`src/logic/dds_settings.svh`:
```
`ifndef DDS_SETTINGS_SVH
`define DDS_SETTINGS_SVH

////////////////////
// datapath widths
////////////////////

`define DDS_PHASE_W      32   // phase accumulator
`define DDS_SAMPLE_W     12   // signed two's complement samples
`define DDS_LFSR_W       5
`define DDS_CODE_W       8    // keyboard event code

// cycles between data-bit ticks, short for simulation
`define DDS_BIT_PERIOD   25

`define DDS_NUM_KEYS     17

////////////////////
// key event codes
////////////////////

// make codes, set 2 single byte
`define SC_MAKE_1        8'h16
`define SC_MAKE_2        8'h1E
`define SC_MAKE_3        8'h26
`define SC_MAKE_4        8'h25
`define SC_MAKE_5        8'h2E
`define SC_MAKE_6        8'h36
`define SC_MAKE_7        8'h3D
`define SC_MAKE_8        8'h3E
`define SC_MAKE_F1       8'h05
`define SC_MAKE_F2       8'h06
`define SC_MAKE_N        8'h31
`define SC_MAKE_M        8'h3A
`define SC_MAKE_SPACE    8'h29
`define SC_MAKE_LEFT     8'h6B
`define SC_MAKE_RIGHT    8'h74
`define SC_MAKE_UP       8'h75
`define SC_MAKE_DOWN     8'h72

// break codes are the make code with bit 7 set
`define SC_BREAK_1       8'h96
`define SC_BREAK_2       8'h9E
`define SC_BREAK_3       8'hA6
`define SC_BREAK_4       8'hA5
`define SC_BREAK_5       8'hAE
`define SC_BREAK_6       8'hB6
`define SC_BREAK_7       8'hBD
`define SC_BREAK_8       8'hBE
`define SC_BREAK_F1      8'h85
`define SC_BREAK_F2      8'h86
`define SC_BREAK_N       8'hB1
`define SC_BREAK_M       8'hBA
`define SC_BREAK_SPACE   8'hA9
`define SC_BREAK_LEFT    8'hEB
`define SC_BREAK_RIGHT   8'hF4
`define SC_BREAK_UP      8'hF5
`define SC_BREAK_DOWN    8'hF2

`endif

```
`src/logic/dds_pkg.sv`:
```
package dds_pkg;

   // carrier shape
   typedef enum logic
   {
      WAVE_SAW    = 1'b0,
      WAVE_SQUARE = 1'b1
   } wave_sel_t;

   // output modulation, same order as the old output mux
   typedef enum logic [1:0]
   {
      MOD_ASK     = 2'd0,
      MOD_BPSK    = 2'd1,
      MOD_BIT     = 2'd2,
      MOD_CARRIER = 2'd3
   } mod_sel_t;

   // bit position of each key in held_keys
   typedef enum logic [4:0]
   {
      KEY_DOWN  = 5'd0,
      KEY_UP    = 5'd1,
      KEY_RIGHT = 5'd2,
      KEY_LEFT  = 5'd3,
      KEY_SPACE = 5'd4,
      KEY_M     = 5'd5,
      KEY_N     = 5'd6,
      KEY_F2    = 5'd7,
      KEY_F1    = 5'd8,
      KEY_8     = 5'd9,
      KEY_7     = 5'd10,
      KEY_6     = 5'd11,
      KEY_5     = 5'd12,
      KEY_4     = 5'd13,
      KEY_3     = 5'd14,
      KEY_2     = 5'd15,
      KEY_1     = 5'd16
   } key_idx_t;

endpackage

```
`src/logic/bit_rate_timer.sv`:
```
`timescale 1ns/1ps
`include "dds_settings.svh"

module bit_rate_timer #(
   parameter int PERIOD = `DDS_BIT_PERIOD
)
(
   input  logic CLK_25MHZ,
   input  logic reset_from_key,
   output logic bit_tick
);

   localparam int               CNT_W  = (PERIOD > 1) ? $clog2(PERIOD) : 1;
   localparam logic [CNT_W-1:0] RELOAD = CNT_W'(PERIOD - 1);

   logic [CNT_W-1:0] count;   // cycles left before the next tick

   always_ff @(posedge CLK_25MHZ)
   begin
      if (reset_from_key)
      begin
         count    <= RELOAD;
         bit_tick <= 1'b0;
      end
      else if (count == '0)
      begin
         count    <= RELOAD;   // terminal count
         bit_tick <= 1'b1;
      end
      else
      begin
         count    <= count - 1'b1;
         bit_tick <= 1'b0;
      end
   end

endmodule

```
`src/logic/dds_core.sv`:
```
`timescale 1ns/1ps
`include "dds_settings.svh"

module dds_core
   import dds_pkg::*;
(
   input  logic                     CLK_25MHZ,
   input  logic                     reset_from_key,
   input  logic [`DDS_PHASE_W-1:0]  phase_inc,
   input  wave_sel_t                wave_sel,
   output logic [`DDS_SAMPLE_W-1:0] carrier
);

   // full scale of a signed sample
   localparam logic [`DDS_SAMPLE_W-1:0] SQ_HIGH = {1'b0, {(`DDS_SAMPLE_W-1){1'b1}}};
   localparam logic [`DDS_SAMPLE_W-1:0] SQ_LOW  = {1'b1, {(`DDS_SAMPLE_W-1){1'b0}}};

   logic [`DDS_PHASE_W-1:0]  phase;
   logic [`DDS_SAMPLE_W-1:0] saw_wave;
   logic [`DDS_SAMPLE_W-1:0] squ_wave;

   ////////////////////
   // phase accumulator
   ////////////////////

   always_ff @(posedge CLK_25MHZ)
   begin
      if (reset_from_key)
         phase <= '0;
      else
         phase <= phase + phase_inc;   // wraps mod 2^32
   end

   ////////////////////
   // waveforms
   ////////////////////

   // top phase bits read as signed give the ramp
   assign saw_wave = phase[`DDS_PHASE_W-1 -: `DDS_SAMPLE_W];

   // first half of the cycle positive
   assign squ_wave = phase[`DDS_PHASE_W-1] ? SQ_LOW : SQ_HIGH;

   assign carrier = (wave_sel == WAVE_SQUARE) ? squ_wave : saw_wave;

endmodule

```
`src/logic/dds_lab_top.sv`:
```
`timescale 1ns/1ps
`include "dds_settings.svh"

module dds_lab_top
   import dds_pkg::*;
(
   input  logic                     CLK_25MHZ,
   input  logic                     reset_from_key,
   input  logic [`DDS_PHASE_W-1:0]  phase_inc,
   input  wave_sel_t                wave_sel,
   input  mod_sel_t                 mod_sel,
   input  logic                     event_valid,
   input  logic [`DDS_CODE_W-1:0]   event_code,
   output logic [`DDS_NUM_KEYS-1:0] held_keys,
   output logic                     data_bit,
   output logic [`DDS_SAMPLE_W-1:0] carrier_out,
   output logic [`DDS_SAMPLE_W-1:0] mod_out
);

   logic                     bit_tick;   // one cycle per data bit
   logic [`DDS_SAMPLE_W-1:0] carrier;    // unregistered, straight off the phase

   ////////////////////
   // keyboard
   ////////////////////

   key_tracker u_keys (
      .CLK_25MHZ      (CLK_25MHZ),
      .reset_from_key (reset_from_key),
      .event_valid    (event_valid),
      .event_code     (event_code),
      .held_keys      (held_keys)
   );

   ////////////////////
   // data source
   ////////////////////

   bit_rate_timer #(
      .PERIOD (`DDS_BIT_PERIOD)
   ) u_timer (
      .CLK_25MHZ      (CLK_25MHZ),
      .reset_from_key (reset_from_key),
      .bit_tick       (bit_tick)
   );

   lfsr_gen u_lfsr (
      .CLK_25MHZ      (CLK_25MHZ),
      .reset_from_key (reset_from_key),
      .bit_tick       (bit_tick),
      .data_bit       (data_bit)
   );

   ////////////////////
   // carrier and modulation
   ////////////////////

   dds_core u_dds (
      .CLK_25MHZ      (CLK_25MHZ),
      .reset_from_key (reset_from_key),
      .phase_inc      (phase_inc),
      .wave_sel       (wave_sel),
      .carrier        (carrier)
   );

   modulator u_mod (
      .CLK_25MHZ      (CLK_25MHZ),
      .reset_from_key (reset_from_key),
      .carrier        (carrier),
      .data_bit       (data_bit),
      .mod_sel        (mod_sel),
      .carrier_out    (carrier_out),
      .mod_out        (mod_out)
   );

endmodule

```
`src/logic/key_tracker.sv`:
```
`timescale 1ns/1ps
`include "dds_settings.svh"

module key_tracker
   import dds_pkg::*;
(
   input  logic                     CLK_25MHZ,
   input  logic                     reset_from_key,
   input  logic                     event_valid,
   input  logic [`DDS_CODE_W-1:0]   event_code,
   output logic [`DDS_NUM_KEYS-1:0] held_keys
);

   logic [`DDS_NUM_KEYS-1:0] make_hit;    // one-hot, key went down
   logic [`DDS_NUM_KEYS-1:0] break_hit;   // one-hot, key came up

   // decode the event code against all 34 codes
   always_comb
   begin
      make_hit  = '0;
      break_hit = '0;
      case (event_code)
         `SC_MAKE_1      : make_hit[KEY_1]      = 1'b1;
         `SC_MAKE_2      : make_hit[KEY_2]      = 1'b1;
         `SC_MAKE_3      : make_hit[KEY_3]      = 1'b1;
         `SC_MAKE_4      : make_hit[KEY_4]      = 1'b1;
         `SC_MAKE_5      : make_hit[KEY_5]      = 1'b1;
         `SC_MAKE_6      : make_hit[KEY_6]      = 1'b1;
         `SC_MAKE_7      : make_hit[KEY_7]      = 1'b1;
         `SC_MAKE_8      : make_hit[KEY_8]      = 1'b1;
         `SC_MAKE_F1     : make_hit[KEY_F1]     = 1'b1;
         `SC_MAKE_F2     : make_hit[KEY_F2]     = 1'b1;
         `SC_MAKE_N      : make_hit[KEY_N]      = 1'b1;
         `SC_MAKE_M      : make_hit[KEY_M]      = 1'b1;
         `SC_MAKE_SPACE  : make_hit[KEY_SPACE]  = 1'b1;
         `SC_MAKE_LEFT   : make_hit[KEY_LEFT]   = 1'b1;
         `SC_MAKE_RIGHT  : make_hit[KEY_RIGHT]  = 1'b1;
         `SC_MAKE_UP     : make_hit[KEY_UP]     = 1'b1;
         `SC_MAKE_DOWN   : make_hit[KEY_DOWN]   = 1'b1;
         `SC_BREAK_1     : break_hit[KEY_1]     = 1'b1;
         `SC_BREAK_2     : break_hit[KEY_2]     = 1'b1;
         `SC_BREAK_3     : break_hit[KEY_3]     = 1'b1;
         `SC_BREAK_4     : break_hit[KEY_4]     = 1'b1;
         `SC_BREAK_5     : break_hit[KEY_5]     = 1'b1;
         `SC_BREAK_6     : break_hit[KEY_6]     = 1'b1;
         `SC_BREAK_7     : break_hit[KEY_7]     = 1'b1;
         `SC_BREAK_8     : break_hit[KEY_8]     = 1'b1;
         `SC_BREAK_F1    : break_hit[KEY_F1]    = 1'b1;
         `SC_BREAK_F2    : break_hit[KEY_F2]    = 1'b1;
         `SC_BREAK_N     : break_hit[KEY_N]     = 1'b1;
         `SC_BREAK_M     : break_hit[KEY_M]     = 1'b1;
         `SC_BREAK_SPACE : break_hit[KEY_SPACE] = 1'b1;
         `SC_BREAK_LEFT  : break_hit[KEY_LEFT]  = 1'b1;
         `SC_BREAK_RIGHT : break_hit[KEY_RIGHT] = 1'b1;
         `SC_BREAK_UP    : break_hit[KEY_UP]    = 1'b1;
         `SC_BREAK_DOWN  : break_hit[KEY_DOWN]  = 1'b1;
         default         : ;                    // unrelated code, no change
      endcase
   end

   always_ff @(posedge CLK_25MHZ)
   begin
      if (reset_from_key)
         held_keys <= '0;
      else if (event_valid)
         held_keys <= (held_keys | make_hit) & ~break_hit;
   end

endmodule

```
`src/logic/lfsr_gen.sv`:
```
`timescale 1ns/1ps
`include "dds_settings.svh"

module lfsr_gen
(
   input  logic CLK_25MHZ,
   input  logic reset_from_key,
   input  logic bit_tick,
   output logic data_bit
);

   localparam logic [`DDS_LFSR_W-1:0] SEED = `DDS_LFSR_W'(1);

   logic [`DDS_LFSR_W-1:0] lfsr_state;
   logic                   feedback;

   // x^5 + x^3 + 1, maximal length, 31 states
   assign feedback = lfsr_state[`DDS_LFSR_W-1] ^ lfsr_state[2];

   always_ff @(posedge CLK_25MHZ)
   begin
      if (reset_from_key)
         lfsr_state <= SEED;
      else if (bit_tick)
         lfsr_state <= {lfsr_state[`DDS_LFSR_W-2:0], feedback};
   end

   assign data_bit = lfsr_state[0];   // modulating data

endmodule

```
`src/logic/modulator.sv`:
```
`timescale 1ns/1ps
`include "dds_settings.svh"

module modulator
   import dds_pkg::*;
(
   input  logic                     CLK_25MHZ,
   input  logic                     reset_from_key,
   input  logic [`DDS_SAMPLE_W-1:0] carrier,
   input  logic                     data_bit,
   input  mod_sel_t                 mod_sel,
   output logic [`DDS_SAMPLE_W-1:0] carrier_out,
   output logic [`DDS_SAMPLE_W-1:0] mod_out
);

   localparam logic [`DDS_SAMPLE_W-1:0] NEG_FULL = {1'b1, {(`DDS_SAMPLE_W-1){1'b0}}};  // -2048

   logic [`DDS_SAMPLE_W-1:0] ask_sample;
   logic [`DDS_SAMPLE_W-1:0] bpsk_sample;
   logic [`DDS_SAMPLE_W-1:0] bit_sample;
   logic [`DDS_SAMPLE_W-1:0] mod_next;

   assign ask_sample  = data_bit ? carrier : '0;                  // on/off keying
   assign bpsk_sample = data_bit ? (~carrier + 1'b1) : carrier;   // -2048 wraps to itself
   assign bit_sample  = data_bit ? NEG_FULL : '0;                 // raw data for display

   always_comb
   begin
      case (mod_sel)
         MOD_ASK  : mod_next = ask_sample;
         MOD_BPSK : mod_next = bpsk_sample;
         MOD_BIT  : mod_next = bit_sample;
         default  : mod_next = carrier;   // MOD_CARRIER
      endcase
   end

   ////////////////////
   // output registers
   ////////////////////

   always_ff @(posedge CLK_25MHZ)
   begin
      if (reset_from_key)
      begin
         carrier_out <= '0;
         mod_out     <= '0;
      end
      else
      begin
         carrier_out <= carrier;
         mod_out     <= mod_next;
      end
   end

endmodule

```
`config.mk`:
```
export PLATFORM = sky130hd
export DESIGN_NAME = dds_lab_top
export DESIGN_NICKNAME = d
export VERILOG_FILES = /design/src/logic/dds_pkg.sv /design/src/logic/bit_rate_timer.sv /design/src/logic/dds_core.sv /design/src/logic/dds_lab_top.sv /design/src/logic/key_tracker.sv /design/src/logic/lfsr_gen.sv /design/src/logic/modulator.sv
export VERILOG_INCLUDE_DIRS = /design/src /design/src/logic
export SDC_FILE = /design/constraint.sdc
export NUM_CORES = 1
export LEC_CHECK = 0
export ABC_AREA = 1
export BUFFER_PORTS_ARGS = -buffer_cell sky130_fd_sc_hd__buf_2
export CORE_MARGIN = 8
export CORE_UTILIZATION = 45
export CTS_CLUSTER_SIZE = 28
export DETAILED_ROUTE_END_ITERATION = 6
export PLACE_DENSITY_LB_ADDON = 0.2
export SYNTH_ARGS = -nofsm -noshare
export SYNTH_HDL_FRONTEND = slang
export SYNTH_SLANG_ARGS = --single-unit
```
`constraint.sdc`:
```
create_clock -name CLK_25MHZ -period 2.2 [get_ports CLK_25MHZ]
set_input_delay 0.22 -clock CLK_25MHZ [delete_from_list [all_inputs] [get_ports CLK_25MHZ]]
set_output_delay 0.22 -clock CLK_25MHZ [all_outputs]
set_load 0.01 [all_outputs]
```
* After elaboration in Yosys (flattened, before gate mapping)
Cells that the tools add are included.
** Word-level totals
- Input port bits :: 46
- Output and inout bits :: 42
- Flip-flop bits (word level) :: 84
- Word-level logic and storage cells :: 95
** Cells by class
- Eq/ne operators :: 36
- Reduce and logical (&&, ||, !) cells :: 3
- Add/sub/neg operators :: 3
- Bitwise operators :: 5
- Multiplexer cells :: 41
** Operators with widths (count)
- $eq A8 B8 Y1 const B :: 17
- $eq A8 B6 Y1 const B :: 9
- $mux W12 :: 5
- $pmux W12 S3 :: 1
- $mux W1 :: 35
- $add A32 B32 Y32 :: 1
- $eq A8 B7 Y1 const B :: 4
- $and A17 B17 Y17 :: 1
- $not A17 Y17 :: 1
- $or A17 B17 Y17 :: 1
- $eq A8 B3 Y1 const B :: 2
- $eq A8 B5 Y1 const B :: 2
- $add A12 B1 Y12 const B :: 1
- $not A12 Y12 :: 1
- $logic_not A5 Y1 :: 1
- $sub A5 B1 Y5 const B :: 1
- $eq A2 B1 Y1 const B :: 1
- $eq A2 B2 Y1 const B :: 1
- $logic_not A2 Y1 :: 1
- $reduce_or A2 Y1 :: 1
- $xor A1 B1 Y1 :: 1

* Depth between registers and ports, before layout
Gate-level depths: netlist of run 1.
- Depth after elaboration :: 6
- Mapped depth :: 13
- Mapped depth without buffers :: 13

* Modules after synthesis
Synthesis of run 1 repeated with hierarchy kept, for this count alone.
** Unflattened totals
- Cells, all modules :: 944
- Area total of the unflattened synthesis :: 5685.5 µm²
** By module, submodules not included
- dds_core :: times used 1, cells each 593, seq. area each 640.6 µm², area an instance 3274.4 µm²
- modulator :: times used 1, cells each 142, seq. area each 480.5 µm², area an instance 1021.0 µm²
- key_tracker :: times used 1, cells each 152, seq. area each 340.3 µm², area an instance 942.2 µm²
- bit_rate_timer :: times used 1, cells each 31, seq. area each 120.1 µm², area an instance 259.0 µm²
- lfsr_gen :: times used 1, cells each 26, seq. area each 100.1 µm², area an instance 188.9 µm²

* Least setup slack after synthesis of run 1
OpenSTA, ideal clock, no wires.
- Kind :: reg2reg
- Start :: register u_dds.phase[0]
- End :: register u_dds.phase[30]
- Buffers on the path :: 0
- Period minus slack after synthesis :: 1.639 ns
- Setup slack :: 0.561 ns
- Cell stages (with the launch flop) :: 13
- Setup time :: 0.115 ns
- Arrival :: 1.524 ns
- Data required time :: 2.085 ns
- Path through :: dfxtp_1 -> ha_1 -> fa_1 -> nand2_1 -> nand2_1 -> nand3b_1 -> nand2_1 -> nand2_1 -> nand2_1 -> nand2_1 -> nand3_1 -> nand2_1 -> nor2_1
** Between the ends
- Cells in the longest elaborated chain, start to end :: 1
** RTL lines
- start, declared :: line dds_core.sv:18 : logic [`DDS_PHASE_W-1:0] phase;
- start signal, assigned :: line dds_core.sv:31 : phase <= phase + phase_inc;
- $add A32 B32 Y32 :: line dds_core.sv:31
Every way passes these cells.
A chain may end at the register's enable or synchronous reset.

* Worst setup path after layout of run 1
- Start :: register u_dds.phase[0]
- End :: register u_dds.phase[20]
Same word-level chain as after synthesis.

==> results of run 1 <==
stage by stage:
| stage | total power, mW | setup slack [ps] |
|---|---|---|
| 2_1_floorplan | 4.19 | 561 |
| 3_3_place_gp | 4.95 | 308 |
| 3_5_place_dp | 4.95 | 315 |
| 4_1_cts | 6.55 | 348 |
| 5_1_grt | 7.11 | 103 |
| 6_report | 6.52 | 369 |
per-layer routing:
metal | global-route usage, % | up-vias
met5 | 0 | -
met4 | 4.59 | 0
met3 | 4.76 | 17
met2 | 29.7 | 106
met1 | 22.5 | 2267
li1 | - | 2847
final cells by class:
class,instances,share of cell area [%]
clock buffers,9,3.67
clock inverters,7,1.32
inverters,128,7.82
multi-input cells,615,49.3
flip-flops and latches,84,27.4
well taps,143,2.91
repair buffers,91,7.58
synth_stat cells (3+ instances only):
cell,n
o21ai_0,35
o21ai_1,3
xnor2_1,3
nor2_1,118
clkbuf_1,5
o21bai_1,5
nor4_1,3
a211oi_1,7
nand2_1,250
ha_1,33
nor3_1,22
nand2_2,5
nand3_1,34
dfxtp_1,84
inv_2,3
a21oi_1,68
nand3b_1,3
o21ai_2,4
inv_1,124
worst min-delay path: stages:
cell and delay (ps):
buf_2 80, ha_1 110, inv_1 30, nor2_1 60
state kept, by name, indices dropped and copies added (netlist names):
name,flops
u_timer.count,5
u_mod.mod_out,12
u_mod.carrier_out,12
u_dds.phase,32
u_lfsr.lfsr_state,5
u_keys.held_keys,17
u_timer.bit_tick,1
path summary, 6_finish.rpt:
check	endpoint	depth (start not counted)
setup / recovery	u_dds.phase[20]	11
hold / removal	u_dds.phase[0]	4
setup reg to reg	u_dds.phase[20]	11
hold reg to reg	u_timer.count[0]	1
power groups by stage:
stage | clock [mW] | sequential, mW | combinational (mW)
after detailed placement | 0 | 2.05 | 2.90
after global placement | 0 | 2.05 | 2.90
after CTS | 1.61 | 2.02 | 2.92
after floorplan | 0 | 2.05 | 2.14
final | 1.57 | 2.02 | 2.93
after global routing | 1.69 | 2.05 | 3.36
kinds of logic (layout without fill, tap and decap cells):
kind of cell / count (synthesis) / count (layout) / synth area share (%)
compound gates: 133 / 133 / 14.2
xor+xnor: 3 / 3 / 0.502
fa+ha+maj: 34 / 34 / 8.27
buf+inv: 138 / 235 / 10.1
flops: 84 / 84 / 32.1
simple gates: 445 / 445 / 34.9
==> results.yml, run 1 <==
pwr:
  p_sw_mw: 2.76
  switching_share_pct: 42.4
  leakagePower_nw: 3.32
  clkPwrFrac_pct: 24.1
  ir_drop_uv: 717
  intPower_mw: 3.75
  power_density_nw_per_um2: 1060
  pwr-share-comb_pct: 44.9
  pwr-share-seq_pct: 31.0
finish:
  final_util_pct: 54.0
  n_antenna_cell: 0
  syn_to_final_growth_pct: 17.2
  stdcell_count: 1077
  drive_gt1_share_pct: 13.6
  multi_input_area_um2: 3030
  final_area_um2: 6140
  seq_area_um2: 1680
  fillers: 1163
  final_common_cell: "nand2_1"
  layout_common_cells: "250 x nand2_1, 124 x inv_1, 118 x nor2_1"
  finalNetCount: 1009
drt:
  wl_met3_um: 806
  drtIter0Drc: 314
  wl_um: 13300
  drcViolationCount: 0
  ant_nets: 0
  drt-met1-wl_um: 6360
  topRoutingLayerUsed: "met4"
  firstDrtPassIters: 5
  wl_per_cell_um: 12.3
  vias: 5237
  via_per_inst: 4.86
  wl_met2_um: 5950
sta:
  fin_crit_ps: 1830
  rsz0062_at_grt: "false"
  hold-worst-slack_ps: 197
  slew_headroom_pct: 58.0
  drv_slew: 0
  setup-tns-final_ps: 0
  fin_skew_ps: 4.96
  period_share_pct: 83.2
  setup_viol: 0
  tightest_slew_ps: 626
  fmax_ghz: 0.546
  final_hold_viol_count: 0
synthesis:
  ys_seq_area_share_pct: 32.1
  yosysTopAreaCell: "dfxtp_1"
  synthDominantCellAreaShare_pct: 32.1
  synth_top_flop_cell: "dfxtp_1"
  ys_types: 40
  yosysWarnings: 0
  syn_inst: 837
  synthTopCellsByArea: "dfxtp_1 32%, nand2_1 18%, inv_1 8.9%"
  synth_area_um2: 5240
  synth.ff_latch_count: 84
  synth_area_per_cell_um2: 6.26
  synth-edff-count: 0
  async_flop_share_pct: 0
  syn_nets: 917
place:
  dpl.hpwl_um: 10700
  io_buffers: 87
  dp.cells: 1061
  place_area_um2: 5830
  place_congestion: 0.897
critical_path:
  worst_path_most_repeated_cell: "nand2_1"
  crit_arrival_ps: 2120
  reg2reg_from: "u_dds.phase[0]"
  endpoint_kind: "flop"
  path_cells: "ha_1 > fa_1 > nand2_1 > a21oi_1 > nand3_1 > nand3b_1 > nand2_1 > nand2_1 > nand2_1 > nand2_1 > nor2_1"
  start_kind: "flop"
  worst-path-buf-inv: 0
  cp_max_fo: 4
  slowest_delay_ps: 380
  critPathLaunch: "u_dds.phase[0]"
  critPathTopFamily: "simple AND/OR/NAND/NOR gates"
  ff2ff_setup_slack_ps: 370
  critPathKind: "flop to flop"
  critical_path_required_ps: 2490
  crit_slowest_cell: "fa_1"
die:
  rows: 39
  die_h_um: 124
  io_pins: 88
  start_util_pct: 46.1
  coreArea_um2: 11400
  die_area_um2: 15300
  die_x_um: 124
clocking:
  root_buffer: "clkbuf_16"
  h-tree-depth: 3
  cts-resized-gates: 0
  cts_tree: "done"
  post-cts-setup-buffers: 0
  clock-sinks: 84
  path_clk_slew_ps: 70
  clk-insertion-delay-late_ps: 340
  cts_buffers: 9
  clock_path_buffers: 2
  hold_buffers: 0
run:
  cap_violations: 0
global_routing:
  grt_usage_pct: 17.9
  grt_max_degree: 30
  gr-total-overflow: 0
  grt_pass1_vias: 4790
  grt_pass1_wl_um: 21900
  antenna_found_initial: 0
outcome:
  outcome: "complete, no violations"
worst_hold_path:
  hold_path_class: "primary input to flop"
  worstHoldStart: "phase_inc[0]"
Note: power is estimated with default switching activity, not from simulation.
==> inputs of run 2 (changes only) <==
==> constraint.sdc (replaced) <==
create_clock -name CLK_25MHZ -period 1.9 [get_ports CLK_25MHZ]
set_input_delay 0.19 -clock CLK_25MHZ [delete_from_list [all_inputs] [get_ports CLK_25MHZ]]
set_output_delay 0.19 -clock CLK_25MHZ [all_outputs]
set_load 0.01 [all_outputs]
==> results.yml, run 2 (synthesis results as in run 1) <==
die:
  rows: 39
  die_h_um: 124
  die_x_um: 124
  io_pins: 88
  coreArea_um2: 11400
  die_area_um2: 15300
  start_util_pct: 46.1
finish:
  largest_reg_flops: 32
  finalNetCount: 1016
  n_antenna_cell: 0
  final_common_cell: "nand2_1"
  top_register: "u_dds.phase"
  stdcell_count: 1083
  drive_gt1_share_pct: 15.2
  layout_common_cells: "243 x nand2_1, 124 x inv_1, 117 x nor2_1"
  syn_to_final_growth_pct: 17.9
  top_regs: "u_dds.phase: 32 flops, u_keys.held_keys: 17 flops"
critical_path:
  cp_max_fo: 5
  start_kind: "flop"
  critPathTopFamily: "simple AND/OR/NAND/NOR gates"
  crit_slowest_cell: "ha_1"
  crit_arrival_ps: 2000
  critical_path_required_ps: 2140
  worst_path_most_repeated_cell: "nand2_1"
  slowest_delay_ps: 380
  endpoint_kind: "flop"
  worst-path-buf-inv: 0
  path_cells: "ha_1 > nand2_1 > nor2_1 > nand2_1 > nand2_1 > nand2_1 > and2_1 > a21oi_1 > nor2_1"
  critPathKind: "flop to flop"
drt:
  firstDrtPassIters: 5
  drcViolationCount: 0
  wl_um: 13400
  ant_nets: 0
  vias: 5247
  via_per_inst: 4.84
  wl_per_cell_um: 12.4
  drtIter0Drc: 354
place:
  io_buffers: 87
  dpl.hpwl_um: 10800
  post-place-ws_ps: 44.4
  dp.cells: 1068
  place_congestion: 0.902
pwr:
  ir_drop_uv: 753
  power.total_mw: 7.38
  leakagePower_nw: 3.34
  power_density_nw_per_um2: 1200
sta:
  final_hold_viol_count: 0
  setup-tns-final_ps: 0
  fin_crit_ps: 1760
  setup_slack_ps: 139
  drv_slew: 0
  slew_headroom_pct: 58.8
  fin_skew_ps: 8.96
  fmax_ghz: 0.568
  tightest_slew_ps: 613
  rsz0062_at_grt: "false"
  period_share_pct: 92.7
  setup_viol: 0
clocking:
  path_clk_slew_ps: 70
  root_buffer: "clkbuf_16"
  h-tree-depth: 3
  clock_path_buffers: 2
  clk-insertion-delay-late_ps: 340
  clock-sinks: 84
  cts_tree: "done"
  cts_buffers: 9
  hold_buffers: 0
global_routing:
  gr-total-overflow: 0
  grt_max_degree: 29
  grt_pass1_vias: 4723
  antenna_found_initial: 0
  grt_usage_pct: 17.8
  grt_pass1_wl_um: 21700
outcome:
  outcome: "complete, no violations"
worst_hold_path:
  hold_path_class: "primary input to flop"
run:
  cap_violations: 0
[run 2: changes by cell type in the layout (fill, tap and decap cells not counted), moves of 2 or more]
cell	previous run	this run
buf_4	4	11
clkinv_2	0	3
inv_6	2	0
nand2_1	250	243
nand2_2	5	12
[run 2: per-layer routing]
| layer | global-route usage (%) | part of all wire, % |
|---|---|---|
| met3 | 3.81 | 5.9 |
| met1 | 23.4 | 48 |
| met5 | 0 | 0 |
| met2 | 28.7 | 44 |
| met4 | 5.19 | 1.6 |
[run 2: path summary, 6_finish.rpt]
path | startpoint | endpoint | slack (ps) | depth (start not counted)
max | u_dds.phase[16] | u_dds.phase[26] | 140 | 9
min reg2reg | u_timer.count[0] | u_timer.count[0] | 440 | 1
max reg2reg | u_dds.phase[16] | u_dds.phase[26] | 140 | 9
min | phase_inc[0] | u_dds.phase[0] | 170 | 4
[run 2: metrics by stage]
stage	utilization, %	area [um^2]	hold WS [ps]
floorplan	-	5240	363
global placement	51.8	5890	429
detailed placement	51.8	5890	432
CTS	54.1	6150	173
global route	54.3	6180	211
finish	54.3	6180	174
[run 2: area by class of cell]
type	instances	area, um^2
multi-input cells	615	3060
flip-flops and latches	84	1680
clock inverters	5	30.0
well taps	143	179
clock buffers	10	229
fillers	1185	5190
repair buffers	98	518
inverters	128	480
[run 2: power by group]
part | internal [mW] | leakage (nW) | switching, mW
clock | 0.871 | 0.124 | 0.706
combinational | 1.22 | 2.52 | 2.24
sequential | 2.14 | 0.694 | 0.203
[run 2: tightest hold or removal path, cell delays in order]
cell and delay (ps):
buf_2 80, ha_1 110, inv_1 30, nor2_1 60
[run 2: what timing repair did]
action,4_1_cts,5_1_grt
buffers inserted,0,0
setup endpoints to repair,0,11
resized for setup,0,11
==> inputs of run 3 (changes only) <==
--- a/config.mk
+++ b/config.mk
@@ -8,6 +8,7 @@
 export LEC_CHECK = 0
 export ABC_AREA = 1
 export BUFFER_PORTS_ARGS = -buffer_cell sky130_fd_sc_hd__buf_2
+export CORE_ASPECT_RATIO = 0.7
 export CORE_MARGIN = 8
 export CORE_UTILIZATION = 45
 export CTS_CLUSTER_SIZE = 28
==> results.yml, run 3 (synthesis results as in run 1) <==
global_routing:
  grt_usage_pct: 18.3
  grt_pass1_wl_um: 23300
  grt_use_met2_pct: 26.8
  antenna_found_initial: 0
  gr-total-overflow: 0
  grt.met3_usage_pct: 4.37
  grt_max_degree: 40
  grt_pass1_vias: 4825
  top_usage_layer: "met2"
  grtUsageMet1_pct: 26.6
critical_path:
  start_kind: "flop"
  rr_worst_depth: 10
  ff2ff_setup_slack_ps: 120
  cp_max_fo: 5
  reg2reg_from: "u_dds.phase[15]"
  critical_path_required_ps: 2160
  crit_arrival_ps: 2040
  critPathCapture: "u_dds.phase[25]"
  worst_r2r_endpoint: "u_dds.phase[25]"
  critPathKind: "flop to flop"
  critPathLaunch: "u_dds.phase[15]"
  endpoint_kind: "flop"
drt:
  vias: 5442
  drcViolationCount: 0
  drtIter0Drc: 326
  wl_um: 14400
  ant_nets: 0
  via_per_inst: 4.92
  wl_per_cell_um: 13.0
  firstDrtPassIters: 6
clocking:
  clk-insertion-delay-late_ps: 340
  cts_tree: "done"
  cts_buffers: 9
  path_clk_slew_ps: 60
  root_buffer: "clkbuf_16"
  clock-sinks: 84
  clock_path_buffers: 2
  h-tree-depth: 3
  hold_buffers: 0
die:
  die_x_um: 145
  start_util_pct: 45.5
  io_pins: 88
  rows: 33
  coreArea_um2: 11500
  die_area_um2: 15400
  die_h_um: 106
sta:
  drv_slew: 0
  period_share_pct: 93.6
  rsz0062_at_grt: "true"
  setup_viol: 0
  fin_skew_ps: 7.33
  slew_headroom_pct: 59.8
  setup_slack_ps: 121
  hold-worst-slack_ps: 161
  fin_crit_ps: 1780
  fmax_ghz: 0.562
  final_hold_viol_count: 0
  tightest_slew_ps: 598
finish:
  multi_input_area_um2: 3090
  top_regs: "u_dds.phase: 32 flops, u_keys.held_keys: 17 flops"
  final_area_um2: 6350
  largest_reg_flops: 32
  n_antenna_cell: 0
  final_common_cell: "nand2_1"
  layout_common_cells: "244 x nand2_1, 124 x inv_1, 112 x nor2_1"
  syn_to_final_growth_pct: 21.2
  seq_area_um2: 1680
  finalNetCount: 1024
  top_register: "u_dds.phase"
  fillers: 1144
  drive_gt1_share_pct: 17.0
place:
  place_area_um2: 5970
  dpl.hpwl_um: 11300
  post-place-ws_ps: 50.9
  place_congestion: 0.899
  io_buffers: 87
pwr:
  ir_drop_uv: 558
  leakagePower_nw: 3.41
  power_density_nw_per_um2: 1240
outcome:
  outcome: "complete, no violations"
run:
  cap_violations: 0
worst_hold_path:
  hold_path_class: "primary input to flop"
run 3: changes by cell type in the layout (fill, tap and decap cells not counted), moves of 2 or more:
cell,previous run,this run
nor2_4,1,3
nor2_1,117,112
ha_2,0,3
nor2_2,1,4
ha_1,33,30
clkinv_2,3,1
buf_4,11,18
run 3: layout make-up:
type | count | share of cell area [%]
Clock buffer | 11 | 3.82
Clock inverter | 5 | 0.946
Inverter | 128 | 7.57
Multi-Input combinational cell | 615 | 48.8
Sequential cell | 84 | 26.5
Tap cell | 157 | 3.10
Timing Repair Buffer | 106 | 9.31
run 3: worst min-delay path by stage:
stage,from,endpoint,depth (start not counted)
after floorplan,wave_sel,u_mod.carrier_out[0],2
after global placement,u_timer.count[0],u_timer.count[0],1
after detailed placement,u_timer.count[0],u_timer.count[0],1
after CTS,reset_from_key,u_mod.carrier_out[0],2
after global routing,reset_from_key,u_timer.bit_tick,2
final,reset_from_key,u_mod.carrier_out[0],2
run 3: what timing repair did:
| action | in CTS | in global routing |
|---|---|---|
| resized for setup | 0 | 23 |
| setup buffers | 0 | 1 |
| endpoints found under the setup margin | 0 | 14 |
| endpoints found under the hold margin | 0 | 0 |
run 3: power breakdown:
part / leakage, nW / internal (mW) / total [mW] / switching (mW)
registers: 0.694 / 2.14 / 2.35 / 0.203
clock network: 0.146 / 1.06 / 1.80 / 0.735
logic: 2.57 / 1.30 / 3.70 / 2.40
run 3: routing by layer:
metal  wire (um)  vias up
li1            -     2879
met1        7740     2386
met2        5690      164
met3         875       13
met4         123        0
met5           0        -
run 3: worst max-delay path: stages, from the launching register on:
cell and delay [ps]:
dfxtp_1 300, ha_1 360, nand2_1 140, nor2_2 220, nand2_1 100, nand2_1 90, nand2_1 60, and2_1 160
nand3_1 70, nand2_1 50, nor2_1 140
run 3: per-stage QoR:
stage | TNS (ps) | power (mW) | cells | utilization [%]
after floorplan | 0 | 4.86 | 837 | -
after global placement | 0 | 5.89 | 1089 | 51.8
after detailed placement | 0 | 5.90 | 1089 | 51.8
after CTS | 0 | 7.72 | 1105 | 54.4
after global routing | -14.6 | 8.45 | 1106 | 55.1
final | 0 | 7.84 | 1106 | 55.1
